$ cat config.mk
export PLATFORM = sky130hd
export DESIGN_NAME = pc_gen
export DESIGN_NICKNAME = d
export VERILOG_FILES = /design/src/source/fetch_pkg.sv /design/src/source/pc_gen.sv
export SDC_FILE = /design/constraint.sdc
export NUM_CORES = 1
export LEC_CHECK = 0
export BUFFER_PORTS_ARGS = -buffer_cell sky130_fd_sc_hd__buf_4
export CORE_MARGIN = 2
export CORE_UTILIZATION = 55
export CTS_CLUSTER_SIZE = 24
export DETAILED_ROUTE_END_ITERATION = 16
export GPL_TIMING_DRIVEN = 1
export PLACE_DENSITY = 0.79
export SETUP_SLACK_MARGIN = 0.02
export SYNTH_ARGS = -nofsm -noshare
export SYNTH_HDL_FRONTEND = slang
export SYNTH_SLANG_ARGS = --single-unit
$ cat constraint.sdc
create_clock -name clk -period 8.4 [get_ports clk]
set_input_delay 1.68 -clock clk [delete_from_list [all_inputs] [get_ports clk]]
set_output_delay 1.68 -clock clk [all_outputs]
set_load 0.01 [all_outputs]
$ cat src/source/fetch_pkg.sv
// fetch side types: address and instruction words, fetch result
// reset fetch address and control state encoding
package fetch_pkg;

  ////////////////////
  // widths
  ////////////////////

  // byte address as seen by the core
  typedef logic [63:0] addr_t;

  // one 32-bit instruction word
  typedef logic [31:0] inst_t;

  // first fetch address after reset
  localparam addr_t PC_START = 64'h0000_0000_8000_0000;

  ////////////////////
  // fetch result
  ////////////////////

  // one delivered instruction, valid is a single-cycle pulse
  typedef struct packed {
    logic  valid;
    addr_t pc;
    inst_t inst;
  } fetch_out_t;

  // fetch control FSM
  typedef enum logic [1:0] {
    S_IDLE = 2'd0,
    S_REQ  = 2'd1,
    S_DONE = 2'd2
  } fetch_state_t;

endpackage
$ cat src/source/pc_gen.sv
// pc unit: fetch address, predicted pc, pending redirect
// and the registered fetch result
`timescale 1ns/10ps

module pc_gen
  import fetch_pkg::*;
(
  input  logic       clk,
  input  logic       rst,

  input  logic       i_accept,
  input  inst_t      i_rdata,

  // redirect from the consumer
  input  logic       i_jmp,
  input  addr_t      i_jmp_addr,

  output addr_t      o_addr,
  output logic       o_refetch,
  output fetch_out_t o_fetch
);

  addr_t      addr_q;
  addr_t      pred_q;
  addr_t      target_q;
  logic       refetch_q;
  logic       redirect;
  fetch_out_t fetch_q;

  // jump to the predicted pc needs no action
  assign redirect = i_jmp && (i_jmp_addr != pred_q);

  ////////////////////
  // control state
  ////////////////////

  always_ff @(posedge clk) begin
    if (rst) begin
      addr_q        <= PC_START;
      pred_q        <= PC_START;
      refetch_q     <= 1'b0;
      fetch_q.valid <= 1'b0;
    end else begin
      fetch_q.valid <= i_accept && !refetch_q;
      if (i_accept) begin
        if (refetch_q) begin
          // stale word dropped, restart at the saved target
          refetch_q <= 1'b0;
          addr_q    <= target_q;
          pred_q    <= target_q + 64'd4;
        end else begin
          addr_q    <= addr_q + 64'd4;
          pred_q    <= addr_q + 64'd4;
        end
      end
      // a new redirect wins over the clear above
      if (redirect) begin
        refetch_q <= 1'b1;
      end
    end
  end

  // payload registers
  always_ff @(posedge clk) begin
    if (redirect) begin
      target_q <= i_jmp_addr;
    end
    if (i_accept && !refetch_q) begin
      fetch_q.pc   <= addr_q;
      fetch_q.inst <= i_rdata;
    end
  end

  assign o_addr    = addr_q;
  assign o_refetch = refetch_q;
  assign o_fetch   = fetch_q;

endmodule

# --- Yosys cells after proc, flatten, opt, wreduce, memory -nomap -nowiden ---
# Cells that the tools add are included.
word_totals:
  reg_bits: 290
  in_bits: 100
op_classes:
  n_addsub: 2
  eq_ne: 1
  muxes: 4
  n_reduce_logical: 4
op_table:
  columns: ["operator", "n"]
  rows:
  - ["adder 64 x 3 -> 64 bit (second input constant)", 2]
  - ["2-to-1 mux 64 bit", 2]
  - ["inequality test 64 bit", 1]
  - ["logical AND 1 bit", 2]
  - ["2-to-1 mux 1 bit", 2]
  - ["nonzero test 2 bit", 1]
  - ["zero test 1 bit", 1]

# --- Longest topological paths before layout ---
# Gate-level depths: netlist (run 1).
logic_depth:
  ltp_word: 3
  ltp_mapped: 9

# --- Worst setup path after synthesis (run 1) ---
# OpenSTA, ideal clock, no wires.
synth_timing:
  path_type: "input -> register"
  startpoint: "in i_jmp_addr[5]"
  endpoint: "reg target_q[0] (enable)"
  setup_time_ns: 0.526
  arrival_ns: 5.473
  path_slack_ns: 2.401
  cell_stages: 4
  path_buffers: 0
  cell_sequence: "xnor2_1 nand4_1 nor4_1 a31oi_1"
synth_between:
  elab_chain_len: 2
synth_lines:
  columns: ["element", "line_no", "rtl"]
  rows:
  - ["from (decl)", "pc_gen.sv:16", "input addr_t i_jmp_addr,"]
  - ["inequality test 64 bit", "pc_gen.sv:31", "assign redirect = i_jmp && (i_jmp_addr != pred_q);"]
  - ["logical AND 1 bit", "pc_gen.sv:31", null]
  - ["named net redirect", "pc_gen.sv:27", "logic redirect;"]
  - ["to (signal assigned)", "pc_gen.sv:66", "target_q <= i_jmp_addr;"]
  - ["to (decl)", "pc_gen.sv:25", "addr_t target_q;"]
# The timed path passes the listed nets, and every way through them passes these cells.
# A chain may end at the register's enable or synchronous reset.

==> results.py, run 1 <==
metrics = {
    "outcome": {
        "status": "finished clean",
    },
    "timing": {
        "rsz0062_at_grt": "false",
        "tightest_slew_ns": 1.14,
        "clock_skew_ns": 0.0151,
        "slew_headroom_pct": 24.3,
        "finalHoldViolations": 0,
        "period_share_pct": 47.6,
        "maxSlewViolCount": 0,
        "setup_violations": 0,
        "timing.fmax_mhz": 250,
        "tns_ns": 0,
        "min_period_ns": 4.00,
    },
    "clocking": {
        "cts_tree": "done",
        "cts_sinks": 290,
        "h-tree-depth": 1,
        "cts_hold_buf": 0,
        "postCtsSetupBuffers": 0,
        "cts_max_path_buffers": 3,
        "cts_resized": 0,
        "numCtsBuffers": 31,
        "clock-root-buffer": "clkbuf_16",
        "worstSkewPairLatency_ns": 0.57,
        "path_clk_slew_ns": 0.07,
    },
    "critical_path": {
        "crit_fanout": 51,
        "worstSetupEndpointType": "flop",
        "cp.arrival_ns": 4.45,
        "start_kind": "input port",
        "required_ns": 8.85,
        "setup.worst_path.class": "input port to flop",
    },
    "drt": {
        "drc": 0,
        "final_antenna_net_count": 0,
        "first_pass_iters": 8,
        "wl_per_cell_um": 23.6,
        "vias": 12800,
        "vias_per_cell": 6.43,
        "first_iter_violations": 1983,
        "routed_wl_mm": 47.0,
    },
    "placed_design": {
        "gp_congestion": 1.00,
        "portBuffers": 261,
        "post-dp-hpwl_mm": 33.5,
        "placedInstanceArea_um2": 16300,
    },
    "hold_path": {
        "hp-class": "flop to flop",
    },
    "die": {
        "core_area_um2": 25200,
        "initial_core_util_pct": 56.1,
        "dieHeight_um": 164,
        "dieArea_um2": 27000,
        "io_pins": 262,
        "die-width_um": 164,
        "rows": 58,
    },
    "synth": {
        "ys_warn_count": 0,
        "synth.area.top_cells": "edfxtp_1, dfxtp_1, xnor2_1",
        "ys_ff_latch": 290,
        "ys.flop_type": "edfxtp_1",
        "synth_top_cell_by_area": "edfxtp_1",
        "yosysTopAreaCellShare_pct": 34.0,
        "synth-edff-count": 160,
        "yosysSeqAreaShare_pct": 52.4,
        "syn_area_per_cell_um2": 9.96,
        "syn_area_um2": 14100,
        "syn_nets": 1521,
        "syn_inst": 1419,
        "synth_most_common_cell": "edfxtp_1",
        "synthArstFlopShare_pct": 0,
        "synth_common_cells": "edfxtp_1, nand2_1, dfxtp_1",
        "ys_types": 67,
    },
    "finish": {
        "syn_to_final_growth_pct": 22.5,
        "antennaDiodeCount": 0,
        "final_area_um2": 17300,
        "drive_above_1_share_pct": 20.5,
        "fin_nets": 1743,
        "fin_util_pct": 68.8,
        "fillers": 2000,
    },
    "grt": {
        "grt_use_total_pct": 34.0,
        "grt_pass1_vias": 11400,
        "antenna_found_initial": 0,
        "grt_max_degree": 92,
        "grt_overflow": 0,
        "grt_pass1_wl_mm": 69.3,
    },
    "pwr": {
        "power.density_nw_per_um2": 199,
        "p_leak_nw": 6.20,
        "vdd_ir_drop_max_v": 0.000153,
    },
    "run": {
        "maxCapViolCount": 0,
    },
}
layer usage:
| layer | vias to the layer above | share of wire [%] | wire, um | track usage, % |
|---|---|---|---|---|
| met5 | - | 0 | 0 | 0 |
| met4 | 0 | 2.1 | 1000 | 7.34 |
| met3 | 80 | 15 | 6950 | 7.63 |
| met2 | 959 | 43 | 20300 | 49.8 |
| met1 | 6020 | 40 | 18800 | 51.5 |
| li1 | 5778 | - | - | - |
final timing paths:
kind | startpoint | end | slack [ns] | depth (start not counted)
worst max-delay path | i_accept | pred_q[60]$_SDFFE_PP0P_ | 4.40 | 9
worst max register to register | o_addr[2]$_SDFFE_PP0P_ | o_addr[56]$_SDFFE_PP0P_ | 4.64 | 7
worst min-delay path | pred_q[19]$_SDFFE_PP0P_ | pred_q[19]$_SDFFE_PP0P_ | 0.49 | 2
worst min register to register | pred_q[19]$_SDFFE_PP0P_ | pred_q[19]$_SDFFE_PP0P_ | 0.49 | 2
through the flow:
step	instances	power (mW)	worst slack, ns	hold slack (ns)
CTS	1996	3.43	4.53	0.482
global route	1996	3.54	4.35	0.512
floorplan	1419	1.90	2.40	0.445
detailed placement	1938	2.11	3.92	0.470
global placement	1938	2.10	3.96	0.458
finish	1996	3.44	4.40	0.486
layout make-up:
cell class | count | area, um2 | share of cell area [%]
Multi-Input combinational cell | 1023 | 6350 | 36.7
Clock buffer | 41 | 843 | 4.87
Tap cell | 330 | 413 | 2.38
Timing Repair Buffer | 276 | 2070 | 12.0
Sequential cell | 290 | 7410 | 42.8
Inverter | 19 | 73.8 | 0.426
Clock inverter | 17 | 155 | 0.896
placed cells by master (no fill, tap or decap), types with 4 or more instances in the layout:
master / netlist / layout
clkinvlp_4: 0 / 4
nand4_1: 58 / 58
o22ai_1: 4 / 4
or4_1: 6 / 6
and4_1: 15 / 15
a32o_1: 15 / 15
dfxtp_1: 130 / 129
nand3_1: 56 / 56
nor2_1: 98 / 97
o21ai_0: 84 / 84
a21oi_1: 65 / 65
nor2b_1: 4 / 4
o31a_1: 10 / 10
clkbuf_1: 71 / 7
o41ai_1: 8 / 8
a21o_1: 7 / 7
o211ai_1: 13 / 13
xnor2_1: 90 / 90
clkbuf_16: 0 / 31
edfxtp_1: 160 / 160
nand2_1: 150 / 150
a211oi_1: 12 / 12
nand2b_1: 7 / 7
clkinv_2: 0 / 7
and2_1: 10 / 10
mux2i_1: 14 / 14
nor3_1: 38 / 37
inv_1: 16 / 16
and3_1: 23 / 23
a22oi_1: 22 / 22
buf_4: 1 / 276
a31oi_1: 14 / 13
nor4_1: 42 / 41
a221oi_1: 6 / 6
o31ai_1: 21 / 21
or3_1: 15 / 15
o21a_1: 7 / 7
a22o_1: 13 / 13
xor2_1: 55 / 55
o221ai_1: 5 / 5
worst max-delay path, cell delays in order:
cell and delay [ns]:
buf_4 0.41, clkinv_1 0.68, buf_4 0.53, nor2_1 0.22, buf_4 0.33, nand3_1 0.11, or3_1 0.31, nand3_1 0.08
a211oi_1 0.04
logic make-up after synthesis:
group,after synthesis,share of synthesized area [%]
xor+xnor,145,8.99
fa+ha+maj,2,0.177
compound gates,322,15.1
mux,15,1.07
flops,290,52.4
buf+inv,106,2.86
simple gates,539,19.4
report_power, final:
part / internal, mW / switching, mW
registers: 1.59 / 0.111
logic: 0.170 / 0.219
clock network: 0.769 / 0.576
total: 2.53 / 0.906
sequential cells by signal, indices dropped and copies added (netlist names):
| name | count |
|---|---|
| o_fetch | 97 |
| o_addr | 64 |
| pred_q | 64 |
| target_q | 64 |
| o_refetch | 1 |
(Power assumes the default switching activity.)
==> run 2, diff against run 1 <==
--- a/config.mk
+++ b/config.mk
@@ -5,13 +5,14 @@
 export SDC_FILE = /design/constraint.sdc
 export NUM_CORES = 1
 export LEC_CHECK = 0
+export ABC_AREA = 1
 export BUFFER_PORTS_ARGS = -buffer_cell sky130_fd_sc_hd__buf_4
 export CORE_MARGIN = 2
 export CORE_UTILIZATION = 55
 export CTS_CLUSTER_SIZE = 24
 export DETAILED_ROUTE_END_ITERATION = 16
 export GPL_TIMING_DRIVEN = 1
-export PLACE_DENSITY = 0.79
+export PLACE_DENSITY = 0.78
 export SETUP_SLACK_MARGIN = 0.02
 export SYNTH_ARGS = -nofsm -noshare
 export SYNTH_HDL_FRONTEND = slang
==> constraint.sdc (replaced) <==
create_clock -name clk -period 3.8 [get_ports clk]
set_input_delay 0.76 -clock clk [delete_from_list [all_inputs] [get_ports clk]]
set_output_delay 0.76 -clock clk [all_outputs]
set_load 0.01 [all_outputs]
==> run 2 against run 1 <==
Compared with the run above:
- wire length up 15%
- final area rose by 7.3%
- area after synthesis rose by 7.6%
- combinational power is 140% higher
- clock skew grew 0.0026 ns
- hold slack got worse by 0.14 ns
- first-iteration DRC count is 8.6% higher
- final cell count grew 31%
- critical endpoint is now o_refetch
==> results.py, run 2 <==
metrics = {
    "finish": {
        "final_area_um2": 18600,
        "fin_util_pct": 68.8,
        "largest_reg_flops": 97,
        "antennaDiodeCount": 0,
        "fillers": 2251,
        "syn_to_final_growth_pct": 22.2,
        "fin_cells": 2605,
        "drive_above_1_share_pct": 17.5,
        "final_cell_mix": "nand2_1, nor2_1, buf_4, inv_1, edfxtp_1",
        "fin_nets": 2341,
        "layout_commonest_cell": "nand2_1",
    },
    "timing": {
        "period_share_pct": 72.3,
        "tightest_slew_ns": 0.816,
        "timing.final.ws_setup_ns": 1.05,
        "setup_violations": 0,
        "slew_headroom_pct": 45.2,
        "clock_skew_ns": 0.0176,
        "timing.fmax_mhz": 364,
        "maxSlewViolCount": 0,
        "min_period_ns": 2.75,
        "finalHoldViolations": 0,
        "tns_ns": 0,
        "rsz0062_at_grt": "false",
        "whs_ns": 0.343,
    },
    "die": {
        "dieHeight_um": 170,
        "dieArea_um2": 29000,
        "io_pins": 262,
        "core_area_um2": 27000,
        "die-width_um": 170,
        "initial_core_util_pct": 56.3,
        "rows": 60,
    },
    "synth": {
        "ys_types": 44,
        "syn_inst": 1987,
        "syn_area_um2": 15200,
        "synth_common_cells": "nand2_1, nor2_1, inv_1",
        "synth-edff-count": 160,
        "synth_most_common_cell": "nand2_1",
        "syn_nets": 2089,
        "ys_warn_count": 0,
        "yosysSeqAreaShare_pct": 48.7,
        "synth.area.top_cells": "edfxtp_1, dfxtp_1, nand2_1",
        "ys.flop_type": "edfxtp_1",
        "syn_area_per_cell_um2": 7.65,
        "synth_top_cell_by_area": "edfxtp_1",
        "yosysTopAreaCellShare_pct": 31.6,
        "synthArstFlopShare_pct": 0,
        "ys_ff_latch": 290,
    },
    "run": {
        "maxCapViolCount": 0,
    },
    "grt": {
        "grt_overflow": 0,
        "grt_max_degree": 65,
        "grt_pass1_vias": 13700,
        "grt_use_total_pct": 37.1,
        "grt_pass1_wl_mm": 80.8,
        "antenna_found_initial": 1,
    },
    "pwr": {
        "p_leak_nw": 7.71,
        "finalPower_mw": 7.90,
        "power.density_nw_per_um2": 425,
        "vdd_ir_drop_max_v": 0.000434,
    },
    "placed_design": {
        "pre_cts_ws_ns": 1.38,
        "placedInstanceArea_um2": 17500,
        "post-dp-hpwl_mm": 41.0,
        "portBuffers": 261,
        "numPlacedInstances": 2547,
        "gp_congestion": 1.01,
    },
    "clocking": {
        "cts_sinks": 290,
        "path_clk_slew_ns": 0.07,
        "worstSkewPairLatency_ns": 0.59,
        "cts_resized": 0,
        "cts_hold_buf": 0,
        "postCtsSetupBuffers": 0,
        "cts_max_path_buffers": 3,
        "h-tree-depth": 1,
        "clock-root-buffer": "clkbuf_16",
        "numCtsBuffers": 31,
        "cts_tree": "done",
    },
    "hold_path": {
        "holdPathEnd": "o_fetch[18]$_DFFE_PP_",
        "holdPathStages": 1,
        "worstHoldStart": "i_rdata[18]",
        "hp-class": "input port to flop",
    },
    "drt": {
        "drc": 0,
        "first_iter_violations": 2153,
        "vias": 15000,
        "routed_wl_mm": 54.3,
        "final_antenna_net_count": 0,
        "wl_per_cell_um": 20.8,
        "vias_per_cell": 5.74,
        "first_pass_iters": 6,
    },
    "critical_path": {
        "setup.worst_path.class": "flop to output port",
        "crit_fanout": 34,
        "cp.arrival_ns": 1.99,
        "reg2reg_to": "o_addr[53]$_SDFFE_PP0P_",
        "worstSetupEndpointType": "output port",
        "start_kind": "flop",
        "r2r-start": "o_addr[35]$_SDFFE_PP0P_",
        "required_ns": 3.04,
        "reg2reg_slack_ns": 1.40,
        "ff2ff_path_depth": 11,
    },
    "outcome": {
        "status": "finished clean",
    },
}
==> run 2: how the worst max path moves through the flow <==
| stage | startpoint | end | cells past startpoint |
|---|---|---|---|
| after CTS | o_refetch$_SDFFE_PP0P_ | o_refetch | 2 |
| after floorplan | i_accept | o_fetch[0]$_DFFE_PP_ | 4 |
| final | o_refetch$_SDFFE_PP0P_ | o_refetch | 2 |
| after detailed placement | i_jmp_addr[54] | target_q[1]$_DFFE_PP_ | 12 |
| after global routing | o_refetch$_SDFFE_PP0P_ | o_refetch | 2 |
| after global placement | i_jmp_addr[1] | target_q[1]$_DFFE_PP_ | 11 |
==> run 2: power by group <==
group,internal (mW),switching [mW]
registers,3.53,0.232
clock network,1.87,1.32
logic,0.376,0.571
==> run 2: final cells by class <==
| class | count | area, um2 | share of cell area, % |
|---|---|---|---|
| multi-input combinational | 1460 | 6900 | 37.1 |
| timing repair buffer | 277 | 2100 | 11.3 |
| sequential | 290 | 7410 | 39.9 |
| clock buffer | 37 | 808 | 4.35 |
| inverter | 179 | 672 | 3.62 |
| tap | 341 | 427 | 2.30 |
| clock inverter | 21 | 260 | 1.40 |
==> run 2: critical path, cell delays in order (launching register included) <==
cell,delay (ns)
dfxtp_1,0.68
buf_4,0.50
buf_4,0.21
==> run 2: cell families after synthesis <==
group                    Yosys count  synth area share (%)
adder cells (fa/ha/maj)            2                 0.165
AND/OR/NAND/NOR                 1165                  32.2
AO/OA/AOI/OAI                    206                  7.98
buffers and inverters            237                  5.96
XOR/XNOR                          87                  5.01
flip-flops                       290                  48.7
==> run 2: layer usage <==
layer / up-vias / part of all wire, % / track usage, %
li1: 6971 / - / -
met4: 2 / 3.2 / 11.7
met5: - / 0.024 / 0
met3: 110 / 13 / 8.56
met1: 6871 / 41 / 53.2
met2: 998 / 43 / 55.7
